**config.mk**
```make
export PLATFORM = sky130hd
export DESIGN_NAME = cpu_top
export DESIGN_NICKNAME = d
export VERILOG_FILES = /design/src/cpu_pkg.sv /design/src/alu.sv /design/src/control_sequencer.sv /design/src/cpu_top.sv /design/src/datapath_registers.sv /design/src/dff_mem.sv /design/src/input_mar_register.sv /design/src/program_counter.sv
export SDC_FILE = /design/constraint.sdc
export NUM_CORES = 1
export LEC_CHECK = 0
export ABC_CLOCK_PERIOD_IN_PS = 4300
export BUFFER_PORTS_ARGS = -buffer_cell sky130_fd_sc_hd__buf_2
export CELL_PAD_IN_SITES_DETAIL_PLACEMENT = 1
export CELL_PAD_IN_SITES_GLOBAL_PLACEMENT = 2
export CORE_MARGIN = 4
export CORE_UTILIZATION = 35
export CTS_CLUSTER_SIZE = 30
export DETAILED_ROUTE_END_ITERATION = 12
export PLACE_DENSITY_LB_ADDON = 0.12
export SLEW_MARGIN = 0
export SYNTH_ARGS = -nofsm -noshare
export SYNTH_HDL_FRONTEND = slang
export SYNTH_SLANG_ARGS = --single-unit
```
**constraint.sdc**
```tcl
create_clock -name clk -period 4.3 [get_ports clk]
set_input_delay 0.645 -clock clk [delete_from_list [all_inputs] [get_ports clk]]
set_output_delay 0.645 -clock clk [all_outputs]
set_load 0.005 [all_outputs]
```
**src/cpu_pkg.sv**
```systemverilog
// shared types for the 16-byte accumulator cpu; control bit order and opcode values are fixed
`default_nettype none

package cpu_pkg;

    // memory address width, one nibble of the instruction word
    localparam int ADDR_W = 4;

    // every instruction takes the same number of cycles
    localparam int T_STATES = 6;

    // t-state encodings used by the sequencer
    localparam logic [2:0] T0 = 3'd0;
    localparam logic [2:0] T1 = 3'd1;
    localparam logic [2:0] T2 = 3'd2;
    localparam logic [2:0] T3 = 3'd3;
    localparam logic [2:0] T4 = 3'd4;
    localparam logic [2:0] T5 = 3'd5;

    // codes not listed decode as no-op
    typedef enum logic [3:0] {
        LDA = 4'd0,
        ADD = 4'd1,
        SUB = 4'd2,
        STA = 4'd3,
        LDI = 4'd4,
        JMP = 4'd5,
        JC  = 4'd6,
        JZ  = 4'd7,
        OUT = 4'd14,
        HLT = 4'd15
    } opcode_t;

    // 15-bit control word, cp is the msb
    // n_* strobes are active low, the rest active high
    typedef struct packed {
        logic cp;
        logic ep;
        logic lp;
        logic n_lma;
        logic n_lmd;
        logic n_ce;
        logic n_lr;
        logic n_li;
        logic n_ei;
        logic n_la;
        logic ea;
        logic sub;
        logic eu;
        logic n_lb;
        logic n_lo;
    } ctrl_word_t;

    // instruction view of a memory byte
    typedef struct packed {
        opcode_t    opcode;
        logic [3:0] operand;
    } instr_t;

    // a memory byte is either an instruction or plain data
    typedef union packed {
        instr_t     instr;
        logic [7:0] raw;
    } mem_word_t;

    // nothing driven, nothing loaded
    localparam ctrl_word_t CTRL_IDLE = '{
        cp: 1'b0, ep: 1'b0, lp: 1'b0,
        n_lma: 1'b1, n_lmd: 1'b1, n_ce: 1'b1, n_lr: 1'b1,
        n_li: 1'b1, n_ei: 1'b1, n_la: 1'b1,
        ea: 1'b0, sub: 1'b0, eu: 1'b0,
        n_lb: 1'b1, n_lo: 1'b1
    };

endpackage

`default_nettype wire

```
**src/alu.sv**
```systemverilog
// 8-bit add/sub; carry on sub means no borrow, flags only update when the result is driven
`timescale 1ns/10ps
`default_nettype none

module alu (
    input  logic                clk,
    input  logic                rst_n,
    input  logic                hold,
    input  cpu_pkg::ctrl_word_t ctrl,
    input  logic [7:0]          reg_a,
    input  logic [7:0]          reg_b,
    output logic [7:0]          alu_out,
    output logic                cf,
    output logic                zf
);
    logic [8:0] result;

    // a - b as a + ~b + 1, so bit 8 is the no-borrow carry
    assign result = {1'b0, reg_a} + {1'b0, reg_b ^ {8{ctrl.sub}}} + {8'd0, ctrl.sub};

    assign alu_out = result[7:0];

    always_ff @(posedge clk or negedge rst_n) begin
        if (!rst_n) begin
            cf <= 1'b0;
            zf <= 1'b0;
        end else if (hold) begin
            // fresh flags for each loaded program
            cf <= 1'b0;
            zf <= 1'b0;
        end else if (ctrl.eu) begin
            cf <= result[8];
            zf <= (result[7:0] == 8'd0);
        end
    end

endmodule

`default_nettype wire

```
**src/control_sequencer.sv**
```systemverilog
// fixed 6-cycle microcode; idle word while held or halted, halt only cleared by reset or hold
`timescale 1ns/10ps
`default_nettype none

module control_sequencer (
    input  logic                clk,
    input  logic                rst_n,
    input  logic                hold,
    input  cpu_pkg::opcode_t    opcode,
    input  logic                cf,
    input  logic                zf,
    output cpu_pkg::ctrl_word_t ctrl,
    output logic                halted
);
    import cpu_pkg::*;

    localparam logic [2:0] T_LAST = 3'(T_STATES - 1);

    logic [2:0] t_state;
    logic       halt_now;

    // hlt takes effect at the end of its first execute cycle
    assign halt_now = (t_state == T3) && (opcode == HLT) && !halted;

    // t-state ring
    always_ff @(posedge clk or negedge rst_n) begin
        if (!rst_n) begin
            t_state <= T0;
            halted  <= 1'b0;
        end else if (hold) begin
            t_state <= T0;
            halted  <= 1'b0;
        end else if (halt_now) begin
            // freeze at T3 for good
            halted <= 1'b1;
        end else if (!halted) begin
            t_state <= (t_state == T_LAST) ? T0 : t_state + 3'd1;
        end
    end

    // microcode table
    always_comb begin
        ctrl = CTRL_IDLE;
        if (!hold && !halted) begin
            case (t_state)
                T0: begin
                    // pc -> mar
                    ctrl.ep    = 1'b1;
                    ctrl.n_lma = 1'b0;
                end
                T1: begin
                    // mem -> ir, pc + 1
                    ctrl.n_ce = 1'b0;
                    ctrl.n_li = 1'b0;
                    ctrl.cp   = 1'b1;
                end
                T3: begin
                    case (opcode)
                        LDA, ADD, SUB, STA: begin
                            // operand -> mar
                            ctrl.n_ei  = 1'b0;
                            ctrl.n_lma = 1'b0;
                        end
                        LDI: begin
                            ctrl.n_ei = 1'b0;
                            ctrl.n_la = 1'b0;
                        end
                        JMP: begin
                            ctrl.n_ei = 1'b0;
                            ctrl.lp   = 1'b1;
                        end
                        JC: begin
                            // not taken leaves the incremented pc alone
                            ctrl.n_ei = !cf;
                            ctrl.lp   = cf;
                        end
                        JZ: begin
                            ctrl.n_ei = !zf;
                            ctrl.lp   = zf;
                        end
                        OUT: begin
                            ctrl.ea   = 1'b1;
                            ctrl.n_lo = 1'b0;
                        end
                        default: ;
                    endcase
                end
                T4: begin
                    case (opcode)
                        LDA: begin
                            ctrl.n_ce = 1'b0;
                            ctrl.n_la = 1'b0;
                        end
                        ADD, SUB: begin
                            ctrl.n_ce = 1'b0;
                            ctrl.n_lb = 1'b0;
                        end
                        STA: begin
                            // a -> mar data register
                            ctrl.ea    = 1'b1;
                            ctrl.n_lmd = 1'b0;
                        end
                        default: ;
                    endcase
                end
                T5: begin
                    case (opcode)
                        ADD, SUB: begin
                            // alu result back to a, flags latch
                            ctrl.eu   = 1'b1;
                            ctrl.sub  = (opcode == SUB);
                            ctrl.n_la = 1'b0;
                        end
                        STA: begin
                            ctrl.n_lr = 1'b0;
                        end
                        default: ;
                    endcase
                end
                default: ;
            endcase
        end
    end

    // at most one bus source per cycle across the whole table
    a_one_source: assert property (@(posedge clk) disable iff (!rst_n)
        $countones({ctrl.ep, !ctrl.n_ce, !ctrl.n_ei, ctrl.ea, ctrl.eu}) <= 1);

    // halt is sticky until the pins reload the machine
    a_halt_sticky: assert property (@(posedge clk) disable iff (!rst_n)
        halted && !hold |=> halted);

endmodule

`default_nettype wire

```
**src/cpu_top.sv**
```systemverilog
// shuttle pin wrapper; uio_in[7] or ena low holds the cpu, uio_in[4] writes while loading
`timescale 1ns/10ps
`default_nettype none

module cpu_top #(
    parameter int RAM_BYTES = 16
) (
    input  logic [7:0] ui_in,
    input  logic [7:0] uio_in,
    input  logic       ena,
    input  logic       clk,
    input  logic       rst_n,
    output logic [7:0] uo_out,
    output logic [7:0] uio_out,
    output logic [7:0] uio_oe
);
    import cpu_pkg::*;

    ctrl_word_t ctrl;
    mem_word_t  mem_out;
    opcode_t    opcode;
    logic [7:0] bus;
    logic [7:0] alu_out;
    logic [7:0] reg_a;
    logic [7:0] reg_b;
    logic [7:0] mar_data;
    logic [3:0] mar_addr;
    logic [3:0] pc_val;
    logic       hold;
    logic       prog_we;
    logic       ram_we_n;
    logic       cf;
    logic       zf;
    logic       halted;

    // unpowered tile behaves as load mode
    assign hold = uio_in[7] | !ena;

    // pin write during load, n_lr strobe during sta
    assign prog_we  = uio_in[7] & uio_in[4];
    assign ram_we_n = ctrl.n_lr & !prog_we;

    program_counter u_pc (
        .clk    (clk),
        .rst_n  (rst_n),
        .ctrl   (ctrl),
        .hold   (hold),
        .bus    (bus),
        .pc_val (pc_val)
    );

    control_sequencer u_seq (
        .clk    (clk),
        .rst_n  (rst_n),
        .hold   (hold),
        .opcode (opcode),
        .cf     (cf),
        .zf     (zf),
        .ctrl   (ctrl),
        .halted (halted)
    );

    alu u_alu (
        .clk     (clk),
        .rst_n   (rst_n),
        .hold    (hold),
        .ctrl    (ctrl),
        .reg_a   (reg_a),
        .reg_b   (reg_b),
        .alu_out (alu_out),
        .cf      (cf),
        .zf      (zf)
    );

    datapath_registers u_dp (
        .clk     (clk),
        .rst_n   (rst_n),
        .ctrl    (ctrl),
        .pc_val  (pc_val),
        .mem_out (mem_out),
        .alu_out (alu_out),
        .bus     (bus),
        .reg_a   (reg_a),
        .reg_b   (reg_b),
        .opcode  (opcode),
        .out_val (uo_out)
    );

    input_mar_register #(
        .RAM_BYTES (RAM_BYTES)
    ) u_mar (
        .clk       (clk),
        .rst_n     (rst_n),
        .hold      (hold),
        .prog_addr (uio_in[3:0]),
        .prog_data (ui_in),
        .ctrl      (ctrl),
        .bus       (bus),
        .addr      (mar_addr),
        .data      (mar_data)
    );

    dff_mem #(
        .RAM_BYTES (RAM_BYTES)
    ) u_ram (
        .clk      (clk),
        .rst_n    (rst_n),
        .addr     (mar_addr),
        .data_in  (mar_data),
        .we_n     (ram_we_n),
        .data_out (mem_out)
    );

    // status on uio[2:0], upper uio pins stay inputs
    assign uio_out = {5'd0, zf, cf, halted};
    assign uio_oe  = 8'b0000_0111;

endmodule

`default_nettype wire

```
**src/datapath_registers.sv**
```systemverilog
// a, b, ir and output registers around a one-hot bus; an idle bus reads as zero
`timescale 1ns/10ps
`default_nettype none

module datapath_registers (
    input  logic                clk,
    input  logic                rst_n,
    input  cpu_pkg::ctrl_word_t ctrl,
    input  logic [3:0]          pc_val,
    input  cpu_pkg::mem_word_t  mem_out,
    input  logic [7:0]          alu_out,
    output logic [7:0]          bus,
    output logic [7:0]          reg_a,
    output logic [7:0]          reg_b,
    output cpu_pkg::opcode_t    opcode,
    output logic [7:0]          out_val
);
    import cpu_pkg::*;

    mem_word_t  ir;
    logic [4:0] src_en;

    // source enables, pc / mem / ir / a / alu
    assign src_en = {ctrl.ep, !ctrl.n_ce, !ctrl.n_ei, ctrl.ea, ctrl.eu};

    // and-or mux
    assign bus = ({8{src_en[4]}} & {4'd0, pc_val})
               | ({8{src_en[3]}} & mem_out.raw)
               | ({8{src_en[2]}} & {4'd0, ir.instr.operand})
               | ({8{src_en[1]}} & reg_a)
               | ({8{src_en[0]}} & alu_out);

    // instruction register
    always_ff @(posedge clk or negedge rst_n) begin
        if (!rst_n) begin
            ir.raw <= 8'd0;
        end else if (!ctrl.n_li) begin
            ir.raw <= bus;
        end
    end

    assign opcode = ir.instr.opcode;

    // output register, drives uo_out
    always_ff @(posedge clk or negedge rst_n) begin
        if (!rst_n) begin
            out_val <= 8'd0;
        end else if (!ctrl.n_lo) begin
            out_val <= bus;
        end
    end

    // accumulator
    always_ff @(posedge clk) begin
        if (!ctrl.n_la) begin
            reg_a <= bus;
        end
    end

    // b, second alu operand only
    always_ff @(posedge clk) begin
        if (!ctrl.n_lb) begin
            reg_b <= bus;
        end
    end

    // mux sees at most one enable
    a_bus_onehot: assert property (@(posedge clk) disable iff (!rst_n)
        $onehot0(src_en));

endmodule

`default_nettype wire

```
**src/dff_mem.sv**
```systemverilog
// flip-flop ram cleared by reset; write on we_n low at the edge, read is combinational
`timescale 1ns/10ps
`default_nettype none

module dff_mem #(
    parameter int RAM_BYTES = 16
) (
    input  logic               clk,
    input  logic               rst_n,
    input  logic [3:0]         addr,
    input  logic [7:0]         data_in,
    input  logic               we_n,
    output cpu_pkg::mem_word_t data_out
);
    import cpu_pkg::*;

    mem_word_t mem [RAM_BYTES];

    // storage array
    always_ff @(posedge clk or negedge rst_n) begin
        if (!rst_n) begin
            // every byte reads as LDA 0 after reset
            for (int i = 0; i < RAM_BYTES; i++) begin
                mem[i] <= '0;
            end
        end else if (!we_n) begin
            mem[addr] <= data_in;
        end
    end

    // async read, the bus mux decides who sees it
    assign data_out = mem[addr];

endmodule

`default_nettype wire

```
**src/input_mar_register.sv**
```systemverilog
// mar address and write data; pins pass straight through while hold is high
`timescale 1ns/10ps
`default_nettype none

module input_mar_register #(
    parameter int RAM_BYTES = 16
) (
    input  logic                clk,
    input  logic                rst_n,
    input  logic                hold,
    input  logic [3:0]          prog_addr,
    input  logic [7:0]          prog_data,
    input  cpu_pkg::ctrl_word_t ctrl,
    input  logic [7:0]          bus,
    output logic [3:0]          addr,
    output logic [7:0]          data
);
    import cpu_pkg::*;

    logic [ADDR_W-1:0] addr_q;
    logic [7:0]        data_q;

    // a larger ram would need a wider address
    if (RAM_BYTES > (1 << ADDR_W)) begin : g_size_check
        $error("RAM_BYTES exceeds the 4-bit address range");
    end

    always_ff @(posedge clk or negedge rst_n) begin
        if (!rst_n) begin
            addr_q <= '0;
        end else if (!ctrl.n_lma) begin
            addr_q <= bus[ADDR_W-1:0];
        end
    end

    // sta data, loaded in T4
    always_ff @(posedge clk) begin
        if (!ctrl.n_lmd) begin
            data_q <= bus;
        end
    end

    // load mode bypass
    assign addr = hold ? prog_addr : addr_q;
    assign data = hold ? prog_data : data_q;

endmodule

`default_nettype wire

```
**src/program_counter.sv**
```systemverilog
// 4-bit program counter; wraps at 16, load wins over increment, cleared while hold is high
`timescale 1ns/10ps
`default_nettype none

module program_counter (
    input  logic                clk,
    input  logic                rst_n,
    input  cpu_pkg::ctrl_word_t ctrl,
    input  logic                hold,
    input  logic [7:0]          bus,
    output logic [3:0]          pc_val
);
    import cpu_pkg::*;

    logic [ADDR_W-1:0] pc_q;

    always_ff @(posedge clk or negedge rst_n) begin
        if (!rst_n) begin
            pc_q <= '0;
        end else if (hold) begin
            // program load, restart from address 0
            pc_q <= '0;
        end else if (ctrl.lp) begin
            // jump target comes from the ir operand
            pc_q <= bus[ADDR_W-1:0];
        end else if (ctrl.cp) begin
            // natural wrap modulo 16
            pc_q <= pc_q + 1'b1;
        end
    end

    assign pc_val = pc_q;

endmodule

`default_nettype wire

```
==> impl_metrics.py, run 1 <==
metrics = {
    "grt": {
        "grt_overflow": 0,
        "grt_usage": 0.204,
        "antenna_found_initial": 0,
        "grt_max_degree": 107,
        "grt_pass1_wl_mm": 44.7,
        "grt_pass1_vias": 7389,
    },
    "clock_tree": {
        "cts_hold_buf": 0,
        "cts_root_buffer": "clkbuf_16",
        "ctsResizeCount": 0,
        "clk_latency_ns": 0.44,
        "clk_pin_slew_worst_paths_ns": 0.07,
        "clockBufferDepth": 2,
        "htreeDepth": 4,
        "cts.sinks": 182,
        "tritoncts": "built",
        "cts-buffers-inserted": 17,
        "postCtsSetupBuffers": 0,
    },
    "yosys": {
        "synth_edf_count": 24,
        "synth_top_flop_cell": "dfrtp_1",
        "ys_types": 67,
        "synth-seq-cells": 182,
        "synth_cells": 921,
        "ys_seq_area_frac": 0.513,
        "syn_avg_cell_area_um2": 9.90,
        "synthArstFlopShare": 0.868,
        "mappedNetlistArea_mm2": 0.00911,
        "yosysWarnings": 0,
    },
    "floorplanning": {
        "die_area_mm2": 0.0287,
        "io_pins": 43,
        "start_util": 0.359,
        "die_height_um": 169,
        "die_w_um": 169,
        "core-area_mm2": 0.0254,
        "num_rows": 58,
    },
    "timing": {
        "setup_viol": 0,
        "worstMarginPinSlew_ns": 1.08,
        "fin_hold_ws_ns": 0.347,
        "fin_crit_ns": 3.75,
        "relSlewSlack": 0.281,
        "rsz0062_at_grt": "false",
        "slew_viol_final": 0,
        "max_clock_freq_mhz": 266,
        "clock_skew_ns": 0.0160,
        "min_period_over_period": 0.873,
        "hold_viol_final": 0,
        "fin_setup_tns_ns": 0,
    },
    "min_path": {
        "min_path_type": "input port to asynchronous set/reset pin",
    },
    "worst_setup_path": {
        "worstPathMaxFanout": 11,
        "crit_path_end_kind": "register",
        "setup.worst_path.start_class": "register",
        "critPathRequiredTime_ns": 4.48,
        "crit_arrival_ns": 3.93,
        "path_class": "register to register",
    },
    "layout": {
        "layout_commonest_cell": "nand2_1",
        "layout-drive-gt1-share": 0.129,
        "final_cell_mix": "nand2_1, dfrtp_1, mux2i_1",
        "layout.nets": 979,
        "n_fill_cell": 2875,
        "area_growth_syn_to_layout_pct": 12.4,
    },
    "drt": {
        "vias_per_cell": 5.52,
        "vias": 7131,
        "drt_pass1_iterations": 5,
        "drtIter0Drc": 419,
        "drc": 0,
        "wl_per_cell_um": 22.0,
        "wl_mm": 28.4,
        "drtAntennaViolNets": 0,
    },
    "placement": {
        "dp_hpwl_mm": 20.3,
        "gp_congestion": 0.894,
        "io_buffers": 27,
    },
    "job": {
        "maxCapViolCount": 0,
    },
    "run_status": {
        "status": "completed",
    },
    "power": {
        "max-vdd-ir-drop_mv": 0.279,
        "p_leak_nw": 4.57,
        "p_per_area_mw_per_mm2": 460,
    },
}
flip-flops by register name, summed over array words and instances (netlist names), 3 cells and up:
signal	cells
u_dp.out_val	8
u_mar.data_q	8
u_ram.mem	128
u_dp.reg_a	8
u_seq.t_state	3
u_dp.ir	8
u_mar.addr_q	4
u_pc.pc_val	4
u_dp.reg_b	8
per-layer routing:
metal	wire length [um]	up-vias	share of wire	GRT usage
met4	473	0	0.017	0.0532
met2	12800	123	0.45	0.312
met3	994	29	0.035	0.0342
met1	14200	3647	0.50	0.301
li1	-	3332	-	-
met5	0	-	0	0
final cells by class:
class	instances	area, um^2	share of cell area
Antenna cell	1	2.50	0.000244
Clock buffer	21	470	0.0459
Clock inverter	11	115	0.0112
Inverter	7	26.3	0.00256
Multi-Input combinational cell	671	4060	0.396
Sequential cell	182	4670	0.456
Tap cell	330	413	0.0403
Timing Repair Buffer	70	489	0.0477
power by group:
| part | switching [mW] | internal, mW | leakage (nW) |
|---|---|---|---|
| clock | 0.732 | 0.859 | 0.287 |
| combinational | 0.496 | 0.327 | 2.00 |
| sequential | 0.220 | 2.08 | 2.28 |
| total | 1.45 | 3.27 | 4.57 |
per-stage QoR:
stage,instances,total power [mW],utilization,setup WS [ns],cell area [um^2]
2_1_floorplan,932,2.85,-,0.704,9160
3_3_place_gp,1260,3.11,0.380,0.554,9660
6_report,1293,4.72,0.403,0.547,10200
5_1_grt,1292,5.00,0.403,0.271,10200
3_5_place_dp,1260,3.17,0.380,0.441,9660
4_1_cts,1292,4.78,0.403,0.593,10200
critical path: stages (launching register included):
cell	delay [ns]
dfrtp_1	0.49
nor2b_1	0.41
and3_1	0.33
nand3_1	0.15
buf_4	0.21
xnor2_1	0.14
ha_1	0.39
nor2b_1	0.16
nand4_1	0.10
o21ai_1	0.23
xor2_1	0.15
a221oi_1	0.33
o21a_1	0.35
inv_2	0.08
cells in the mapped netlist, drive strengths merged (5+ instances only):
master	count	area (um^2)
a31oi	7	43.8
xnor2	12	105
o21ai	140	701
and3	5	31.3
dfrtp	158	3950
a22o	6	52.6
xor2	5	43.8
nand2	178	668
mux2	13	146
a22oi	7	52.6
a21o	6	45.0
clkbuf	33	124
buf	39	277
nand2b	8	50.1
nor2	36	138
nand3	5	25.0
a21oi	43	223
a221oi	10	87.6
nand4	18	113
nor2b	7	43.8
inv	7	26.3
ha	10	125
mux2i	74	744
a32oi	12	105
edfxtp	24	721
path summary, 6_finish.rpt:
path | start | to | slack (ns) | cells past startpoint
setup / recovery | u_seq.t_state[1] | u_dp.reg_a[3] | 0.55 | 13
max in group asynchronous | rst_n | u_ram.mem[126] | 3.11 | 2
setup reg to reg | u_seq.t_state[1] | u_dp.reg_a[3] | 0.55 | 13
hold / removal | rst_n | u_dp.out_val[6] | 0.35 | 1
hold reg to reg | u_ram.mem[48] | u_ram.mem[48] | 0.48 | 2
min in group clk | u_ram.mem[48] | u_ram.mem[48] | 0.48 | 2
kinds of logic after synthesis:
logic type                 count (synthesis)  share of synthesized area
other                                      2                   0.000824
buffers and inverters                     79                     0.0468
muxes                                     87                     0.0977
AOI/OAI and AO/OA                        263                      0.175
xor gates and xnor gates                  17                     0.0163
DFF                                      182                      0.513
adders and majority gates                 11                     0.0159
and+or+nand+nor                          280                      0.135
(Power assumes the default switching activity.)
==> run 2: changes to the inputs <==
PLACE_DENSITY = 0.79   (was default)
PLACE_DENSITY_LB_ADDON = default   (was 0.12)
==> run 2 against run 1 <==
Combinational power is 1% lower. Via count is 2.3% lower. Final area decreased by 0.46%. First-iteration DRC count is 6.0% higher. Critical endpoint is now u_alu.zf. Highest routed layer is now met5.
==> impl_metrics.py, run 2 (synthesis gave the netlist of run 1 again) <==
metrics = {
    "layout": {
        "area_growth_syn_to_layout_pct": 11.9,
        "layout_commonest_cell": "nand2_1",
        "final_cell_mix": "nand2_1, dfrtp_1, mux2i_1",
        "largest_reg_flops": 128,
        "layout-drive-gt1-share": 0.122,
        "layout.nets": 974,
        "largest-register": "u_ram.mem",
        "num_antenna_cells": 0,
    },
    "floorplanning": {
        "core-area_mm2": 0.0254,
        "die_area_mm2": 0.0287,
        "io_pins": 43,
        "die_height_um": 169,
        "die_w_um": 169,
        "num_rows": 58,
        "start_util": 0.359,
    },
    "worst_setup_path": {
        "rr_worst_depth": 10,
        "setup.worst_path.start_class": "register",
        "critPathLaunch": "u_seq.t_state[1]",
        "r2r_start": "u_seq.t_state[1]",
        "worst_path_largest_cell_delay_ns": 0.50,
        "crit_top_cell": "or4_1",
        "crit_arrival_ns": 4.09,
        "worstPathMaxFanout": 11,
        "critical_path.cell_chain": "nor2b_1 > and3_1 > nand3_1 > xnor2_1 > fa_1 > xor2_1 > or4_1 > or4_1 > nor4_1 > a31o_1",
        "crit_buf_inv": 0,
        "crit_path_end_kind": "register",
        "path_class": "register to register",
        "critPathRequiredTime_ns": 4.67,
        "crit_family": "simple AND/OR/NAND/NOR gates",
        "cp.depth": 10,
        "crit_slowest_cell": "dfrtp_1",
    },
    "drt": {
        "top_layer": "met5",
        "wl_met3_um": 970,
        "drtIter0Drc": 444,
        "drt_pass1_iterations": 5,
        "drc": 0,
        "drtAntennaViolNets": 0,
        "vias": 6965,
        "wl_met1_mm": 12.7,
        "wl_mm": 26.6,
        "vias_per_cell": 5.42,
        "wl_per_cell_um": 20.7,
        "route.met2.wl_mm": 12.6,
    },
    "timing": {
        "slew_viol_final": 0,
        "fin_setup_tns_ns": 0,
        "max_clock_freq_mhz": 269,
        "hold_viol_final": 0,
        "fin_ws_ns": 0.586,
        "relSlewSlack": 0.230,
        "clock_skew_ns": 0.0215,
        "rsz0062_at_grt": "false",
        "setup_viol": 0,
        "min_period_over_period": 0.864,
        "worstMarginPinSlew_ns": 1.15,
        "fin_crit_ns": 3.71,
    },
    "clock_tree": {
        "cts_root_buffer": "clkbuf_16",
        "tritoncts": "built",
        "clk_pin_slew_worst_paths_ns": 0.08,
        "postCtsSetupBuffers": 0,
        "ctsResizeCount": 0,
        "cts_hold_buf": 0,
        "clockBufferDepth": 2,
        "htreeDepth": 4,
        "cts.sinks": 182,
        "clk_latency_ns": 0.44,
        "cts-buffers-inserted": 17,
    },
    "power": {
        "p_per_area_mw_per_mm2": 457,
        "max-vdd-ir-drop_mv": 0.242,
        "p_leak_nw": 4.54,
    },
    "placement": {
        "gp_congestion": 0.878,
        "place_ws_ns": 0.417,
        "dp_hpwl_mm": 18.2,
        "io_buffers": 27,
    },
    "grt": {
        "antenna_found_initial": 2,
        "grt_max_degree": 112,
        "grt_overflow": 0,
        "grt_pass1_wl_mm": 42.7,
        "grt_pass1_vias": 7329,
        "grt_usage": 0.192,
    },
    "run_status": {
        "status": "completed",
    },
    "min_path": {
        "min_path_type": "input port to asynchronous set/reset pin",
    },
    "job": {
        "maxCapViolCount": 0,
    },
}
[run 2: path summary, 6_finish.rpt]
kind,endpoint,slack (ns)
max in group asynchronous,u_ram.mem[12],3.04
max reg2reg,u_alu.zf,0.59
min in group clk,u_ram.mem[52],0.48
min,u_ram.mem[110],0.37
min reg2reg,u_ram.mem[52],0.48
max,u_alu.zf,0.59
[run 2: area by class of cell]
type                            instances  area (um^2)
Inverter                                7         26.3
Multi-Input combinational cell        671         4060
Fill cell                            2914        15200
Sequential cell                       182         4670
Timing Repair Buffer                   65          464
Tap cell                              330          413
Clock inverter                         10         93.8
Clock buffer                           21          472
[run 2: per-layer routing]
metal / vias to the layer above / GRT usage
met5: - / 0
met4: 4 / 0.0455
met3: 29 / 0.0380
met2: 120 / 0.314
met1: 3493 / 0.264
li1: 3319 / -
[run 2: metrics by stage]
step | instances | total power, mW | utilization | hold WS, ns | instance area, um^2
2_1_floorplan | 932 | 2.85 | - | 0.349 | 9160
3_3_place_gp | 1255 | 3.10 | 0.379 | 0.461 | 9630
3_5_place_dp | 1255 | 3.14 | 0.379 | 0.469 | 9630
4_1_cts | 1286 | 4.71 | 0.402 | 0.435 | 10200
5_1_grt | 1286 | 4.94 | 0.402 | 0.466 | 10200
6_report | 1286 | 4.66 | 0.402 | 0.372 | 10200
[run 2: power breakdown]
part	switching, mW	internal, mW
clock network	0.706	0.849
registers	0.206	2.08
logic	0.489	0.326
